$ cat config.mk
export PLATFORM = sky130hd
export DESIGN_NAME = board_ctrl_top
export DESIGN_NICKNAME = d
export VERILOG_FILES = /design/src/design/board_pkg.sv /design/src/design/host_cmd_port.sv /design/src/design/cmd_fifo.sv /design/src/design/wdog_timer.sv /design/src/design/board_regs.sv /design/src/design/board_ctrl_top.sv
export SDC_FILE = /design/constraint.sdc
export NUM_CORES = 1
export LEC_CHECK = 0
export BUFFER_PORTS_ARGS = -buffer_cell sky130_fd_sc_hd__clkbuf_2
export CAP_MARGIN = 20
export CORE_ASPECT_RATIO = 1.2
export CORE_MARGIN = 4
export CORE_UTILIZATION = 58
export DETAILED_ROUTE_END_ITERATION = 6
export MAX_ROUTING_LAYER = met4
export PLACE_DENSITY = 0.89
export SETUP_SLACK_MARGIN = 0.15
export SLEW_MARGIN = 5
export SYNTH_ARGS = -nofsm -noshare
export SYNTH_HDL_FRONTEND = slang
export SYNTH_SLANG_ARGS = --single-unit
export TNS_END_PERCENT = 50
$ cat constraint.sdc
create_clock -name sysclk -period 3.85 [get_ports sysclk]
set_clock_uncertainty 0.05 [all_clocks]
set_input_delay 0.1925 -clock sysclk [delete_from_list [all_inputs] [get_ports sysclk]]
set_output_delay 0.1925 -clock sysclk [all_outputs]
set_load 0.005 [all_outputs]
$ cat src/design/board_pkg.sv
// shared types for the board register bank
// host request, decoded command, read response and pin bundles
// opcode and register enums, status/io word layouts, version constant

package board_pkg;

    // --------------------
    // constants
    localparam logic [31:0] board_version = 32'hC0FFEE;   // hard-wired version number
    localparam logic [3:0]  board_chan    = 4'd0;          // channel of the board registers
    localparam logic [3:0]  first_io_reg  = 4'd7;          // regs 7..15 are not board regs
    localparam int          wdog_w        = 16;            // watchdog period/count width

    // --------------------
    // stream payloads
    typedef struct packed {
        logic        write;   // 1 = write, 0 = read
        logic [7:0]  addr;    // [7:4] channel, [3:0] register
        logic [31:0] wdata;
    } host_req_t;

    typedef enum logic [1:0] {
        op_write,             // write a board register
        op_read,              // read a board register
        op_read_io            // read the io status word
    } cmd_op_e;

    // values 0..6 match the register number on channel 0
    typedef enum logic [2:0] {
        reg_status, reg_phyctrl, reg_phydata, reg_timeout,
        reg_version, reg_tempsns, reg_digiout,
        reg_none              // off-board write, kicks only
    } reg_sel_e;

    typedef struct packed {
        cmd_op_e     op;
        reg_sel_e    reg_sel;
        logic [31:0] wdata;
    } cmd_t;

    typedef struct packed {
        logic [31:0] rdata;
    } rsp_t;

    // --------------------
    // board pins
    typedef struct packed {
        logic [3:0]  neg_limit, pos_limit, home, fault;
        logic        relay, mv_good, v_fault;
        logic [3:0]  board_id;
        logic [15:0] temp_sense;
    } board_in_t;

    typedef struct packed {
        logic [3:0] amp_disable;
        logic [3:0] dout;
        logic       pwr_enable;
        logic       relay_on;
    } board_out_t;

    // status word, low bits first: [7:0] enable (~disable), [15:8] mask,
    // [19:16] fault, [22:20] zero, [23] wdog timeout, [27:24] board id,
    // [28] relay_on, [29] pwr_enable, [31:30] zero
    typedef struct packed {
        logic [1:0] zero_hi;
        logic       pwr_enable;
        logic       relay_on;
        logic [3:0] board_id;
        logic       wdog_timeout;
        logic [2:0] zero_mid;
        logic [3:0] fault;
        logic [7:0] mask;
        logic [7:0] enable;
    } status_word_t;

    // io status, low bits first: home, pos_limit, neg_limit, v_fault, mv_good, relay
    typedef struct packed {
        logic [16:0] zero_hi;
        logic        relay, mv_good, v_fault;
        logic [3:0]  neg_limit, pos_limit, home;
    } io_status_t;

endpackage

$ cat src/design/host_cmd_port.sv
`timescale 1ns/1ps
// host request port
// splits address into channel/register and decodes to a command
// one output register with valid/ready toward the command fifo

module host_cmd_port import board_pkg::*; (
    input  logic      sysclk,
    input  logic      reset,       // sync, active low
    input  host_req_t req,
    input  logic      req_valid,
    output logic      req_ready,
    output cmd_t      cmd,
    output logic      cmd_valid,
    input  logic      cmd_ready
);

    logic [3:0] req_chan;    // address channel nibble
    logic [3:0] req_reg;     // address register nibble
    logic       board_hit;   // channel 0, real board register
    cmd_t       dec_cmd;
    logic       port_en;     // low during reset and one cycle after
    logic       take;        // request accepted this edge

    // --------------------
    // decode
    assign req_chan  = req.addr[7:4];
    assign req_reg   = req.addr[3:0];
    assign board_hit = (req_chan == board_chan) && (req_reg < first_io_reg);

    always_comb begin
        dec_cmd.wdata = req.wdata;
        if (req.write) begin
            dec_cmd.op = op_write;
            // stray writes land on reg_none, still a watchdog kick
            dec_cmd.reg_sel = board_hit ? reg_sel_e'(req_reg[2:0]) : reg_none;
        end else if (board_hit) begin
            dec_cmd.op      = op_read;
            dec_cmd.reg_sel = reg_sel_e'(req_reg[2:0]);
        end else begin
            dec_cmd.op      = op_read_io;   // regs 7..15 or other channel
            dec_cmd.reg_sel = reg_none;
        end
    end

    // --------------------
    // output register
    assign req_ready = port_en && (!cmd_valid || cmd_ready);   // empty or draining
    assign take      = req_valid && req_ready;

    always_ff @(posedge sysclk) begin
        if (!reset) begin
            port_en   <= 1'b0;
            cmd_valid <= 1'b0;
        end else begin
            port_en <= 1'b1;
            if (take)
                cmd_valid <= 1'b1;
            else if (cmd_ready)
                cmd_valid <= 1'b0;      // drained, nothing new
        end
    end

    // payload only, valid qualifies it
    always_ff @(posedge sysclk) begin
        if (take)
            cmd <= dec_cmd;
    end

endmodule

$ cat src/design/cmd_fifo.sv
`timescale 1ns/1ps
// command fifo between request port and register bank
// circular buffer, read/write pointers plus occupancy count
// push and pop allowed in the same cycle

module cmd_fifo import board_pkg::*; #(
    parameter int FIFO_DEPTH = 4
) (
    input  logic sysclk,
    input  logic reset,         // sync, active low
    input  cmd_t in_cmd,
    input  logic in_valid,
    output logic in_ready,
    output cmd_t out_cmd,
    output logic out_valid,
    input  logic out_ready
);

    localparam int PTR_W = (FIFO_DEPTH > 1) ? $clog2(FIFO_DEPTH) : 1;
    localparam int CNT_W = $clog2(FIFO_DEPTH + 1);

    cmd_t             mem [FIFO_DEPTH];
    logic [PTR_W-1:0] wr_ptr;
    logic [PTR_W-1:0] rd_ptr;
    logic [CNT_W-1:0] count;     // entries held
    logic             push;
    logic             pop;

    assign in_ready  = (count != CNT_W'(FIFO_DEPTH));   // low when full
    assign out_valid = (count != '0);
    assign out_cmd   = mem[rd_ptr];                      // head of queue
    assign push      = in_valid && in_ready;
    assign pop       = out_valid && out_ready;

    // --------------------
    // pointers and count
    always_ff @(posedge sysclk) begin
        if (!reset) begin
            wr_ptr <= '0;
            rd_ptr <= '0;
            count  <= '0;
        end else begin
            if (push)
                wr_ptr <= (wr_ptr == PTR_W'(FIFO_DEPTH - 1)) ? '0 : wr_ptr + 1'b1;
            if (pop)
                rd_ptr <= (rd_ptr == PTR_W'(FIFO_DEPTH - 1)) ? '0 : rd_ptr + 1'b1;
            case ({push, pop})
                2'b10:   count <= count + 1'b1;
                2'b01:   count <= count - 1'b1;
                default: count <= count;        // both or neither
            endcase
        end
    end

    // storage, no reset
    always_ff @(posedge sysclk) begin
        if (push)
            mem[wr_ptr] <= in_cmd;
    end

endmodule

$ cat src/design/wdog_timer.sv
`timescale 1ns/1ps
// watchdog timer
// free-running prescaler tick, period counter, timeout flag
// any register write clears count and flag

module wdog_timer import board_pkg::*; #(
    parameter int WDOG_SHIFT = 8
) (
    input  logic              sysclk,
    input  logic              reset,     // sync, active low
    input  logic              kick,      // one pulse per popped write
    input  logic [wdog_w-1:0] period,    // in ticks, 0 = off
    output logic              timeout
);

    logic [WDOG_SHIFT-1:0] prescale;     // wraps every 2^WDOG_SHIFT cycles
    logic                  tick;
    logic [wdog_w-1:0]     count;        // ticks since last kick

    assign tick = &prescale;

    // --------------------
    // prescaler
    always_ff @(posedge sysclk) begin
        if (!reset)
            prescale <= '0;
        else
            prescale <= prescale + 1'b1;
    end

    // --------------------
    // counter and flag
    always_ff @(posedge sysclk) begin
        if (!reset) begin
            count   <= '0;
            timeout <= 1'b0;
        end else if (kick) begin
            count   <= '0;               // host still alive
            timeout <= 1'b0;
        end else if (tick && (period != '0)) begin
            if (count < period)
                count <= count + 1'b1;
            else
                timeout <= 1'b1;         // period reached, latch until kick
        end
    end

endmodule

$ cat src/design/board_regs.sv
`timescale 1ns/1ps
// board register bank
// masked amp enable writes, phy/timeout/dout registers
// read mux into a response register, pin outputs, watchdog kick

module board_regs import board_pkg::*; (
    input  logic              sysclk,
    input  logic              reset,          // sync, active low
    input  cmd_t              cmd,
    input  logic              cmd_valid,
    output logic              cmd_ready,
    output rsp_t              rsp,
    output logic              rsp_valid,
    input  logic              rsp_ready,
    input  board_in_t         pins_in,
    output board_out_t        pins_out,
    output logic              wdog_kick,
    output logic [wdog_w-1:0] wdog_period,
    input  logic              wdog_timeout
);

    // registered state
    logic [15:0]       reg_disable;     // [7:0] disables, [15:8] last mask
    logic [15:0]       phy_ctrl;        // phy request bitstream
    logic [15:0]       phy_data;        // phy register contents
    logic [wdog_w-1:0] wdog_period_q;   // 0 = watchdog off
    logic [3:0]        dout_q;
    logic              relay_on_q;

    // combinational
    logic              is_read;
    logic              pop;
    logic              do_write;
    logic [7:0]        dis_lo_next;     // masked disable update
    status_word_t      status_w;
    io_status_t        io_w;
    logic [31:0]       rd_data;

    // --------------------
    // handshake
    assign is_read   = (cmd.op != op_write);
    // reads wait for a free (or draining) response slot
    assign cmd_ready = !is_read || !rsp_valid || rsp_ready;
    assign pop       = cmd_valid && cmd_ready;
    assign do_write  = pop && !is_read;
    assign wdog_kick = do_write;        // kicks on every popped write including reg_none

    // set disable bit i to ~wdata[i] where mask bit 8+i is set
    assign dis_lo_next = (reg_disable[7:0] & ~cmd.wdata[15:8])
                       | (~cmd.wdata[7:0] & cmd.wdata[15:8]);

    // --------------------
    // register writes
    always_ff @(posedge sysclk) begin
        if (!reset) begin
            reg_disable   <= 16'h00FF;   // all amps off
            phy_ctrl      <= '0;
            phy_data      <= '0;
            wdog_period_q <= '0;
            dout_q        <= '0;
            relay_on_q    <= 1'b0;       // safety relay open
        end else if (do_write) begin
            unique case (cmd.reg_sel)
                reg_status: begin
                    reg_disable <= {cmd.wdata[15:8], dis_lo_next};
                    relay_on_q  <= cmd.wdata[16];
                end
                reg_phyctrl: phy_ctrl      <= cmd.wdata[15:0];
                reg_phydata: phy_data      <= cmd.wdata[15:0];
                reg_timeout: wdog_period_q <= cmd.wdata[wdog_w-1:0];
                reg_digiout: dout_q        <= cmd.wdata[3:0];
                default:     ;            // version, tempsns and none only kick
            endcase
        end
    end

    // --------------------
    // read mux
    always_comb begin
        status_w              = '0;
        status_w.enable       = ~reg_disable[7:0];
        status_w.mask         = reg_disable[15:8];
        status_w.fault        = pins_in.fault;
        status_w.wdog_timeout = wdog_timeout;
        status_w.board_id     = pins_in.board_id;
        status_w.relay_on     = relay_on_q;
        status_w.pwr_enable   = 1'b1;        // supply always on

        io_w           = '0;
        io_w.relay     = pins_in.relay;
        io_w.mv_good   = pins_in.mv_good;
        io_w.v_fault   = pins_in.v_fault;
        io_w.neg_limit = pins_in.neg_limit;
        io_w.pos_limit = pins_in.pos_limit;
        io_w.home      = pins_in.home;

        if (cmd.op == op_read_io) begin
            rd_data = io_w;
        end else begin
            unique case (cmd.reg_sel)
                reg_status:  rd_data = status_w;
                reg_phyctrl: rd_data = {16'd0, phy_ctrl};
                reg_phydata: rd_data = {16'd0, phy_data};
                reg_timeout: rd_data = 32'(wdog_period_q);
                reg_version: rd_data = board_version;
                reg_tempsns: rd_data = {16'd0, pins_in.temp_sense};
                reg_digiout: rd_data = {28'd0, dout_q};
                default:     rd_data = io_w;        // reg_none
            endcase
        end
    end

    // --------------------
    // response register
    always_ff @(posedge sysclk) begin
        if (!reset)
            rsp_valid <= 1'b0;
        else if (pop && is_read)
            rsp_valid <= 1'b1;
        else if (rsp_ready)
            rsp_valid <= 1'b0;
    end

    always_ff @(posedge sysclk) begin
        if (pop && is_read)
            rsp.rdata <= rd_data;   // held until taken
    end

    // --------------------
    // pins
    assign pins_out.amp_disable = wdog_timeout ? 4'hF : reg_disable[3:0];  // timeout forces off
    assign pins_out.dout        = dout_q;
    assign pins_out.pwr_enable  = 1'b1;
    assign pins_out.relay_on    = relay_on_q;
    assign wdog_period          = wdog_period_q;

endmodule

$ cat src/design/board_ctrl_top.sv
`timescale 1ns/1ps
// top level of the board register subsystem
// request port -> command fifo -> register bank, plus watchdog

module board_ctrl_top import board_pkg::*; #(
    parameter int FIFO_DEPTH = 4,
    parameter int WDOG_SHIFT = 8
) (
    input  logic       sysclk,
    input  logic       reset,        // sync, active low
    input  host_req_t  req,
    input  logic       req_valid,
    output logic       req_ready,
    output rsp_t       rsp,
    output logic       rsp_valid,
    input  logic       rsp_ready,
    input  board_in_t  pins_in,
    output board_out_t pins_out
);

    // --------------------
    // internal streams
    cmd_t              port_cmd;     // port -> fifo
    logic              port_valid;
    logic              port_ready;
    cmd_t              fifo_cmd;     // fifo -> regs
    logic              fifo_valid;
    logic              fifo_ready;
    logic              wdog_kick;
    logic [wdog_w-1:0] wdog_period;
    logic              wdog_timeout;

    host_cmd_port host_cmd_port_i (
        .sysclk(sysclk), .reset(reset),
        .req(req), .req_valid(req_valid), .req_ready(req_ready),
        .cmd(port_cmd), .cmd_valid(port_valid), .cmd_ready(port_ready)
    );

    cmd_fifo #(.FIFO_DEPTH(FIFO_DEPTH)) cmd_fifo_i (
        .sysclk(sysclk), .reset(reset),
        .in_cmd(port_cmd), .in_valid(port_valid), .in_ready(port_ready),
        .out_cmd(fifo_cmd), .out_valid(fifo_valid), .out_ready(fifo_ready)
    );

    board_regs board_regs_i (
        .sysclk(sysclk), .reset(reset),
        .cmd(fifo_cmd), .cmd_valid(fifo_valid), .cmd_ready(fifo_ready),
        .rsp(rsp), .rsp_valid(rsp_valid), .rsp_ready(rsp_ready),
        .pins_in(pins_in), .pins_out(pins_out),
        .wdog_kick(wdog_kick), .wdog_period(wdog_period), .wdog_timeout(wdog_timeout)
    );

    wdog_timer #(.WDOG_SHIFT(WDOG_SHIFT)) wdog_timer_i (
        .sysclk(sysclk), .reset(reset),
        .kick(wdog_kick), .period(wdog_period), .timeout(wdog_timeout)
    );

endmodule

# After elaboration in Yosys (flattened, before gate mapping)
# Memory sizes are Yosys's and may differ from the RTL's. A register that Yosys moved wholly into a read port is not among the register bits.
# Index checks and enable logic that the tools add are counted.
[word_totals] output_inout_bits=44 wordCells=98 ramBits=148 memories=1 reg_bits=171
[memory_table] name="cmd_fifo_i.mem" depth=4 width=37 rd=1 rd_clocked_by_memory_dff=1 write_ports=1 line="cmd_fifo.sv:22" rtl="cmd_t mem [FIFO_DEPTH];"
[op_classes] addsub=6 n_reduce_logical=31 mux=18 eq_ne=12 bitwise=8 order_cmp=2
[ops] cell="30-bit case mux with 7 select lines" count=1
[ops] cell="8-bit NOT" count=3
[ops] cell="16-bit by 1-bit adder with 16-bit output (second input constant)" count=1
[ops] cell="8-bit AND" count=2
[ops] cell="16-bit < comparator" count=1
[ops] cell="16-bit nonzero test" count=1
[ops] cell="15-bit 2-to-1 mux" count=1
[ops] cell="2-bit AND reduction" count=7
[ops] cell="3-bit equality test (second input constant)" count=3
[ops] cell="8-bit by 1-bit adder with 8-bit output (second input constant)" count=1
[ops] cell="2-bit equality test (second input constant)" count=4
[ops] cell="1-bit logical AND" count=8
[ops] cell="2-bit 2-to-1 mux" count=4
[ops] cell="8-bit OR" count=1
[ops] cell="8-bit AND reduction" count=1
[ops] cell="2-bit nonzero test" count=4
[ops] cell="1-bit 2-to-1 mux" count=7
[ops] cell="3-bit by 2-bit equality test with 1-bit output (second input constant)" count=2
[ops] cell="3-bit 2-to-1 mux" count=2
[ops] cell="3-bit case mux with 2 select lines" count=1
[ops] cell="5-bit 2-to-1 mux" count=1
[ops] cell="2-bit by 1-bit adder with 2-bit output (second input constant)" count=2
[ops] cell="4-bit logical NOT" count=1
[ops] cell="4-bit by 3-bit < comparator with 1-bit output (second input constant)" count=1
[ops] cell="other kinds (12)" count=17

# Logic depth before layout (Yosys ltp)
# Gate-level depths: netlist of run 1.
[depth] word_depth=7 mapped_depth=11

# Modules after synthesis
# From an unflattened synthesis of run 1, not the netlist that was laid out.
[hier_totals] hier_cells=976 area_unflattened_um2=13256.5
[by_module_without_submodules] mod="cmd_fifo" area_each_um2=5831.8 seq_area_each_um2=4624.4 cells_per_inst=249 instances=1
[by_module_without_submodules] mod="board_regs" area_each_um2=4533.1 seq_area_each_um2=2242.2 cells_per_inst=481 instances=1
[by_module_without_submodules] mod="wdog_timer" area_each_um2=1646.6 seq_area_each_um2=500.5 cells_per_inst=194 instances=1
[by_module_without_submodules] mod="host_cmd_port" area_each_um2=1244.9 seq_area_each_um2=1151.1 cells_per_inst=52 instances=1

# Worst setup path before layout of run 1
# Ideal clock, no wire load.
[synth_timing] kind="reg2reg" startpoint="register (tool-made name)" endpoint="register board_regs_i.rsp[0] (netlist name)" path_stages_with_launch=6 setup_time_ps=413 slack_ps=882 arrival_time_ps=2505 path_cell_list="dfxtp_1 buf_6 mux4_2 nor2_1 o21bai_1 nor2_1"

==> results of run 1 <==
through the flow:
stage	utilization, %	cell area (µm²)	std cells
3_3_place_gp	62.3	11300	1138
2_1_floorplan	-	10600	842
4_1_cts	69.4	12600	1228
5_1_grt	69.7	12600	1231
6_report	69.7	12600	1231
3_5_place_dp	62.3	11300	1138
registers in the layout, summed over array words and instances (netlist names), named ones only:
name and flops:
wdog_timer_i.timeout 1, board_regs_i.relay_on_q 1, board_regs_i.dout_q 4, host_cmd_port_i.cmd_valid 1, board_regs_i.wdog_period 16, wdog_timer_i.prescale 8, cmd_fifo_i.rd_ptr 2, board_regs_i.phy_ctrl 16
wdog_timer_i.count 16, board_regs_i.reg_disable 8, board_regs_i.rsp_valid 1, board_regs_i.rsp 28, cmd_fifo_i.mem 88, cmd_fifo_i.wr_ptr 2, host_cmd_port_i.port_en 1, board_regs_i.phy_data 16
cmd_fifo_i.count 3, host_cmd_port_i.cmd 22
power breakdown:
| part | switching (mW) | total [mW] | internal (mW) |
|---|---|---|---|
| Combinational | 1.01 | 1.68 | 0.672 |
| Clock | 1.01 | 2.49 | 1.47 |
| Sequential | 0.101 | 3.15 | 3.05 |
worst max-delay path, delay by kind of cell (launching register included):
kind | cells | cell delay [ns]
mux | 1 | 0.60
simple gates | 2 | 0.59
fa+ha+maj | 2 | 0.56
buf+inv | 3 | 0.46
flops | 1 | 0.40
compound gates | 2 | 0.39
xor+xnor | 1 | 0.16
metal layers:
metal / routed length [µm] / share of wire [%] / track usage, % / vias up
li1: - / - / - / 3385
met1: 8820 / 38 / 26.6 / 3503
met2: 12300 / 53 / 41.5 / 260
met3: 1390 / 6.0 / 3.09 / 57
met4: 733 / 3.1 / 8.30 / 0
met5: 0 / 0 / - / -
kinds of logic (layout without fill, tap and decap cells):
family | Yosys count | count (layout)
and+or+nand+nor | 264 | 264
DFF | 244 | 244
AOI/OAI and AO/OA | 126 | 126
muxes | 95 | 95
buffers and inverters | 75 | 240
adders and majority gates | 24 | 24
xor gates and xnor gates | 9 | 9
other | 2 | 5
area by class of cell:
type                       instances  share of cell area, %
multi-input combinational        523                   31.7
clock inverter                    18                   1.69
timing repair buffer             165                   8.75
tap                              224                   2.22
clock buffer                      28                   5.05
sequential                       244                   49.7
inverter                          29                  0.873
worst paths after layout:
kind | start | endpoint | slack (ns) | cells after the start
worst max-delay path | flip-flop | cmd_fifo_i.count[2] | 0.57 | 11
worst min-delay path | pins_in[21] | board_regs_i.rsp[13] | 0.02 | 2
worst max register to register | flip-flop | cmd_fifo_i.count[2] | 0.57 | 11
worst min register to register | wdog_timer_i.prescale[0] | wdog_timer_i.prescale[0] | 0.41 | 1
placed cells by master (no fill, tap or decap), drive strengths merged, types with 11 or more instances in the layout:
master       synthesis  layout
and2                26      26
a211oi              11      11
clkinv               1      12
a21oi               34      34
dfxtp              106     106
ha                  23      23
clkbuf              19     135
mux4                22      22
nand3               13      13
inv                 28      30
buf                 27      14
edfxtp             138     138
o21ai               11      11
nor2                30      30
mux2i               70      70
and3                15      15
nor2b               61      61
a21boi              13      13
nand2               63      63
dlygate4sd3          0      44
==> results.cfg, run 1 <==
[outcome]
status = completed

[clock_tree]
cts_sinks = 244
clockBufferDepth = 3
htree_levels = 1
cts_root_buf = clkbuf_16
cts_setup_buffers = 0
cts_resized = 0
cts_tree = built
cts_made_buffers = 25
clk_latency_ns = 0.52
cts.reportedPaths.clkPinSlew_ns = 0.07
cts_hold_buf = 44

[synthesis]
yosysTopAreaCellShare_pct = 39.0
synth_edf_count = 138
synth.avg_cell_area_um2 = 12.7
synth_top_area_cell = edfxtp_1
muxShareOfSynthArea_pct = 11.6
synth_most_common_cell = edfxtp_1
synth_top_family_by_area = simple AND/OR/NAND/NOR gates
synthTopCellsByCount = edfxtp_1, dfxtp_1, mux2i_1
yosys.area_share.adder_pct = 2.89
synth_simple_gate_area_share_pct = 13.9
synth-xor-area-share_pct = 0.741
postSynthCellCount = 839
yosysSeqAreaShare_pct = 58.9
async_reset_ff_share_pct = 0
synth-seq-cells = 244
syn_area_mm2 = 0.0106
yosys_warnings = 0
synth.area.top_cells = edfxtp_1, dfxtp_1, mux2i_1
synth-compound-area-share_pct = 8.34
synth_flop_cell = edfxtp_1
synth_cell_types = 61

[power]
power_density_mw_per_mm2 = 581
peakVddDrop_uv = 413
total_power_mw = 7.32
leakage_nw = 4.96

[finish]
area_growth_pct = 18.6
antenna_cells = 0
multi_input_area_mm2 = 0.00400
seqCellArea_mm2 = 0.00627
fillCellCount = 1188
layout.nets = 1096
drive_above_1_share_pct = 20.0

[die]
die_area_mm2 = 0.0206
ioPinCount = 128
initial_core_util_pct = 58.7
die_h_um = 156
rows = 54
core_area_mm2 = 0.0181
die_w_um = 132

[timing]
fin_crit_sh_pct = 85.1
max_slew.worst_pin.slew_ns = 1.10
rsz0062_at_grt = no
final-setup-viol-count = 0
slew-limit-headroom_pct = 26.6
min_period_ns = 3.28
drv_slew = 0
setup_slack_ns = 0.572
hold_viol = 0
fin_tns_setup_ns = 0
worst_hold_slack_ns = 0.0230
max_freq_mhz = 305

[worst_setup_path]
crit_top_cell = inv_1
end_kind = flip-flop
slowest_stage = mux4_2
cpPeakStageDelay_ns = 0.60
required_ns = 4.25
crit_arrival_ns = 3.68
timing.critical_path.cells = buf_4 -> mux4_2 -> nor2_1 -> o21bai_1 -> inv_1 -> ha_1 -> inv_1 -> fa_1 -> xor2_1 -> or3_1 -> a21boi_0
crit_type = reg -> reg
start_kind = flip-flop
critPathMaxFanout = 11

[global_route]
grt_pass1_wl_um = 37300
grt_overflow = 0
antenna_found_initial = 0
track_usage_pct = 23.1
grt_max_degree = 47
grt_pass1_vias = 7340

[drt]
dr_total_vias = 7205
viasPerCell = 5.85
dr.pass1.iters = 5
routed_wl_um = 23300
drc = 0
drt_iter0_drc = 546
wl_per_cell_um = 18.9
ant_nets = 0

[placed_design]
dpl.hpwl_um = 15500
port_buffers = 107
gp_congestion = 0.907
preCtsSetupSlack_ns = 0.733

[job]
drv_cap = 0

[hold_path]
min_path_type = in -> reg
No activity file was read; power rests on OpenSTA's default activity.
==> run 2: changes to the inputs <==
--- a/config.mk
+++ b/config.mk
@@ -8,7 +8,7 @@
 export BUFFER_PORTS_ARGS = -buffer_cell sky130_fd_sc_hd__clkbuf_2
 export CAP_MARGIN = 20
 export CORE_ASPECT_RATIO = 1.2
-export CORE_MARGIN = 4
+export CORE_MARGIN = 3
 export CORE_UTILIZATION = 58
 export DETAILED_ROUTE_END_ITERATION = 6
 export MAX_ROUTING_LAYER = met4
==> constraint.sdc (replaced) <==
create_clock -name sysclk -period 3.3 [get_ports sysclk]
set_clock_uncertainty 0.05 [all_clocks]
set_input_delay 0.165 -clock sysclk [delete_from_list [all_inputs] [get_ports sysclk]]
set_output_delay 0.165 -clock sysclk [all_outputs]
set_load 0.005 [all_outputs]
==> run 2 against run 1 <==
Non-clock buffer count up 10; die area down 2.8%; clock-buffer cell count down 3; power up 16%; final cell count up 0.32%; hold slack worse by 0.0011 ns; via count up 1.9%; critical path depth down 1; sequential share of layout area down 0.16 points; critical endpoint unchanged; highest routed layer unchanged.
==> results.cfg, run 2 (synthesis results as in run 1) <==
[outcome]
status = completed

[die]
initial_core_util_pct = 59.9
die_area_mm2 = 0.0200
die_w_um = 130
core_area_mm2 = 0.0178
die_h_um = 154
rows = 53
ioPinCount = 128

[timing]
final-setup-viol-count = 0
min_period_ns = 2.92
drv_slew = 0
hold_viol = 0
max_slew.worst_pin.slew_ns = 0.852
rsz0062_at_grt = no
slew-limit-headroom_pct = 42.8
fin_crit_sh_pct = 88.5
max_freq_mhz = 343
fin_tns_setup_ns = 0

[power]
total_power_mw = 8.49
leakage_nw = 4.97
peakVddDrop_uv = 525
power_density_mw_per_mm2 = 671

[worst_setup_path]
path_delay_family = multiplexers
end_kind = flip-flop
crit_top_cell = inv_1
r2r_cells = 10
r2r_slack_ns = 0.38
critPathMaxFanout = 5
required_ns = 3.69
timing.critical_path.cells = mux4_2 -> nor2_2 -> o21bai_1 -> inv_1 -> ha_1 -> inv_1 -> fa_1 -> xor2_1 -> or3_1 -> a21boi_0
worstPathBufferInverterCount = 2
r2r-end = cmd_fifo_i.count[2]
crit_arrival_ns = 3.31
slowest_stage = mux4_2
cpPeakStageDelay_ns = 0.60
start_kind = flip-flop
crit_type = reg -> reg

[finish]
fillCellCount = 1153
final_cell_mix = edfxtp_1, clkbuf_2, dfxtp_1, mux2i_1, nand2_1
regMostFlops = cmd_fifo_i.mem
stdcell_count = 1235
layout_commonest_cell = edfxtp_1
area_growth_pct = 18.9
largest_reg_flops = 88
layout.nets = 1105
design_area_mm2 = 0.0127
largestRegisters = cmd_fifo_i.mem (88), board_regs_i.rsp (28), host_cmd_port_i.cmd (22)
seqCellArea_mm2 = 0.00627
multi_input_area_mm2 = 0.00401
drive_above_1_share_pct = 20.7
antenna_cells = 0

[clock_tree]
cts_root_buf = clkbuf_16
cts_sinks = 244
cts_setup_buffers = 0
cts.reportedPaths.clkPinSlew_ns = 0.06
cts_made_buffers = 24
clk_latency_ns = 0.51
htree_levels = 1
clockBufferDepth = 3
cts_tree = built

[global_route]
grt_pass1_vias = 7518
track_usage_pct = 24.5
antenna_found_initial = 0
grt_overflow = 0
grt_pass1_wl_um = 38200
grt_max_degree = 58

[placed_design]
port_buffers = 107
gp_congestion = 0.863
placedCellCount = 1141
dpl.hpwl_um = 15600
placed_cell_area_mm2 = 0.0113

[drt]
drt_iter0_drc = 399
maxUsedRoutingLayer = met4
wl_met1_um = 9170
ant_nets = 0
routed_wl_um = 23800
drc = 0
dr_total_vias = 7344
viasPerCell = 5.95
route.met2.wl_um = 12400
dr.pass1.iters = 4
dr_wl_met3_um = 1250
wl_per_cell_um = 19.3

[hold_path]
hold_end = host_cmd_port_i.cmd[33]
min_path_type = in -> reg
min_from = req[35]
holdPathStages = 3

[job]
drv_cap = 0
==> run 2: changes by cell type in the layout (fill, tap and decap cells not counted), moves of 2 or more <==
cell | before | now
clkinvlp_2 | 0 | 2
clkbuf_1 | 3 | 0
clkinv_4 | 4 | 1
buf_4 | 11 | 18
dlygate4sd3_1 | 44 | 49
clkinvlp_4 | 1 | 6
buf_8 | 3 | 1
clkinv_1 | 4 | 2
==> run 2: area by class of cell <==
cell class / count / area share [%]
Multi-Input combinational cell: 523 / 31.7
Inverter: 29 / 0.870
Clock buffer: 25 / 4.94
Tap cell: 220 / 2.18
Timing Repair Buffer: 175 / 9.30
Clock inverter: 19 / 1.53
Sequential cell: 244 / 49.5
==> run 2: what timing repair did <==
item,CTS,global route
gates resized for setup,0,1
hold buffers,49,0
hold endpoints to repair,45,0
setup endpoints to repair,0,1
==> run 2: how the worst max path moves through the flow <==
stage                          end  slack (ns)  cells past startpoint
6_report       cmd_fifo_i.count[2]        0.38                     10
5_1_grt        cmd_fifo_i.count[2]        0.19                     10
4_1_cts        cmd_fifo_i.count[2]        0.35                     10
3_5_place_dp   cmd_fifo_i.count[2]        0.40                     10
3_3_place_gp   cmd_fifo_i.count[2]        0.47                     10
2_1_floorplan  board_regs_i.rsp[0]        0.33                      5
==> run 2: metrics by stage <==
stage / hold slack, ns / worst slack (ns) / util (%)
6_report: 0.0219 / 0.381 / 71.2
5_1_grt: 0.0550 / 0.187 / 71.2
4_1_cts: 0.00428 / 0.349 / 71.1
3_5_place_dp: 0.294 / 0.398 / 63.7
3_3_place_gp: 0.294 / 0.472 / 63.7
2_1_floorplan: 0.143 / 0.332 / -
==> run 2: report_power, final <==
group          switching, mW  internal, mW
combinational           1.20         0.806
clock                   1.17          1.63
sequential             0.126          3.56
total                   2.49          5.99
==> run 2: layer usage <==
| layer | vias to the layer above | track usage, % |
|---|---|---|
| li1 | 3409 | - |
| met1 | 3563 | 29.2 |
| met2 | 290 | 42.5 |
| met3 | 82 | 2.94 |
| met4 | 0 | 9.46 |
| met5 | - | - |
==> run 2: worst reg2reg max path, stage by stage, from the launching register on <==
cell and delay, ns:
dfxtp_1 0.42, mux4_2 0.60, nor2_2 0.23, o21bai_1 0.19, inv_1 0.13, ha_1 0.19, inv_1 0.06, fa_1 0.37
xor2_1 0.16, or3_1 0.30, a21boi_0 0.16
==> run 3: changes to the inputs <==
--- a/config.mk
+++ b/config.mk
@@ -5,13 +5,14 @@
 export SDC_FILE = /design/constraint.sdc
 export NUM_CORES = 1
 export LEC_CHECK = 0
+export ABC_AREA = 1
 export BUFFER_PORTS_ARGS = -buffer_cell sky130_fd_sc_hd__clkbuf_2
 export CAP_MARGIN = 20
 export CORE_ASPECT_RATIO = 1.2
 export CORE_MARGIN = 3
 export CORE_UTILIZATION = 58
 export DETAILED_ROUTE_END_ITERATION = 6
-export MAX_ROUTING_LAYER = met4
+export GPL_ROUTABILITY_DRIVEN = 0
 export PLACE_DENSITY = 0.89
 export SETUP_SLACK_MARGIN = 0.15
 export SLEW_MARGIN = 5
==> run 3 against run 2 <==
Die area is 0.79% lower; critical path type unchanged; highest routed layer unchanged; via count is 21% higher; global-route usage rose by 0.63 points; synthesized cell count up 36%; register-to-register slack worse by 0.07 ns; routed wire length grew 7.9%.
==> results.cfg, run 3 <==
[synthesis]
synth-seq-cells = 244
yosysTopAreaCellShare_pct = 39.3
synth_cell_types = 39
synth_most_common_cell = nand2_1
synth.area.top_cells = edfxtp_1, dfxtp_1, nand2_1
yosysSeqAreaShare_pct = 59.4
syn_area_mm2 = 0.0106
postSynthCellCount = 1145
yosys_warnings = 0
synth_top_area_cell = edfxtp_1
synth_edf_count = 138
synth_flop_cell = edfxtp_1
synth.avg_cell_area_um2 = 9.21
async_reset_ff_share_pct = 0
synthTopCellsByCount = nand2_1, nor2_1, edfxtp_1

[finish]
stdcell_count = 1552
layout.nets = 1423
area_growth_pct = 20.4
drive_above_1_share_pct = 15.6
largest_reg_flops = 88
post-route-util_pct = 71.8
layout_commonest_cell = nand2_1
regMostFlops = cmd_fifo_i.mem
final_cell_mix = nand2_1, nor2_1, edfxtp_1, o21ai_0, clkbuf_2
largestRegisters = cmd_fifo_i.mem (88), board_regs_i.rsp (28), host_cmd_port_i.cmd (22)
fillCellCount = 1137
antenna_cells = 0

[global_route]
antenna_found_initial = 0
grt_pass1_vias = 8454
use_met1_pct = 30.9
gr-max-usage-layer = met2
grt_pass1_wl_um = 40700
track_usage_pct = 25.2
grtUsageMet3_pct = 4.41
grt_overflow = 0
met2_usage_pct = 43.4
grt_max_degree = 50

[placed_design]
preCtsSetupSlack_ns = 0.689
placedCellCount = 1446
port_buffers = 107
dpl.hpwl_um = 15900

[clock_tree]
clockBufferDepth = 3
cts_root_buf = clkbuf_16
cts_sinks = 244
cts_made_buffers = 23
cts_tree = built
cts.reportedPaths.clkPinSlew_ns = 0.07
clk_latency_ns = 0.52
htree_levels = 1

[die]
rows = 53
die_h_um = 154
die_area_mm2 = 0.0199
initial_core_util_pct = 59.6
die_w_um = 129
ioPinCount = 128
core_area_mm2 = 0.0177

[drt]
drt_iter0_drc = 1017
drc = 0
dr.pass1.iters = 6
wl_per_cell_um = 16.6
dr_total_vias = 8871
routed_wl_um = 25700
viasPerCell = 5.72
ant_nets = 0

[timing]
setup_slack_ns = 0.314
max_slew.worst_pin.slew_ns = 0.787
drv_slew = 0
fin_tns_setup_ns = 0
final-setup-viol-count = 0
slew-limit-headroom_pct = 47.4
rsz0062_at_grt = no
fin_crit_sh_pct = 90.5
max_freq_mhz = 335
hold_viol = 0
min_period_ns = 2.99

[hold_path]
min_path_type = in -> reg

[power]
total_power_mw = 9.66
power_density_mw_per_mm2 = 760
leakage_nw = 5.20
peakVddDrop_uv = 543

[worst_setup_path]
start_kind = flip-flop
required_ns = 3.51
crit_arrival_ns = 3.19
critPathMaxFanout = 38
end_kind = flip-flop
crit_type = reg -> reg

[outcome]
status = completed

[job]
drv_cap = 0
## run 3: critical path, stage by stage, from the launching register on
cell,delay [ns]
dfxtp_2,0.46
buf_8,0.26
nand2_1,0.09
nand3_1,0.10
nand2_2,0.20
inv_4,0.22
nand2_1,0.07
nand2_1,0.19
clkinvlp_4,0.28
nor2_1,0.16
a21oi_1,0.07
dlygate4sd3_1,0.59
## run 3: metal layers
metal	share of wire [%]	wire, µm
met1	37	9600
met5	0	0
met4	4.0	1020
met2	50	12900
met3	8.5	2170
## run 3: report_power, final
| part | internal (mW) | total, mW | switching (mW) |
|---|---|---|---|
| registers | 3.68 | 3.84 | 0.164 |
| clock network | 1.69 | 2.85 | 1.16 |
| logic | 0.984 | 2.97 | 1.98 |
## run 3: metrics by stage
stage / hold slack (ns) / cell area, µm²
floorplan: 0.143 / 10600
global placement: 0.292 / 11200
detailed placement: 0.294 / 11200
CTS: 0.00147 / 12600
global route: 0.0271 / 12700
finish: 0.0197 / 12700
## run 3: cell type report
type | count | area (µm²) | area share [%]
Sequential cell | 244 | 6270 | 49.3
Clock inverter | 18 | 243 | 1.91
Timing Repair Buffer | 191 | 1300 | 10.2
Tap cell | 220 | 275 | 2.17
Multi-Input combinational cell | 760 | 3670 | 28.9
Clock buffer | 24 | 579 | 4.56
Inverter | 95 | 373 | 2.93
## run 3: what timing repair did
action / in CTS / in global routing
gates resized for setup: 0 / 10
hold buffers: 52 / 0
endpoints found under the setup margin: 0 / 4
setup buffers: 0 / 12
hold endpoints to repair: 46 / 0
## run 3: cells by family after synthesis
family,synth area share [%]
AOI/OAI and AO/OA,11.5
xor gates and xnor gates,0.664
adders and majority gates,2.92
buffers and inverters,6.05
DFF,59.4
other,0.0712
and+or+nand+nor,19.4
## run 3: path summary, 6_finish.rpt
check	slack (ns)	startpoint	depth (start not counted)	to
hold / removal	0.02	req[38]	4	host_cmd_port_i.cmd[33]
setup / recovery	0.31	flip-flop	11	board_regs_i.rsp[9]
hold reg to reg	0.40	wdog_timer_i.prescale[0]	1	wdog_timer_i.prescale[0]
setup reg to reg	0.31	flip-flop	11	board_regs_i.rsp[9]
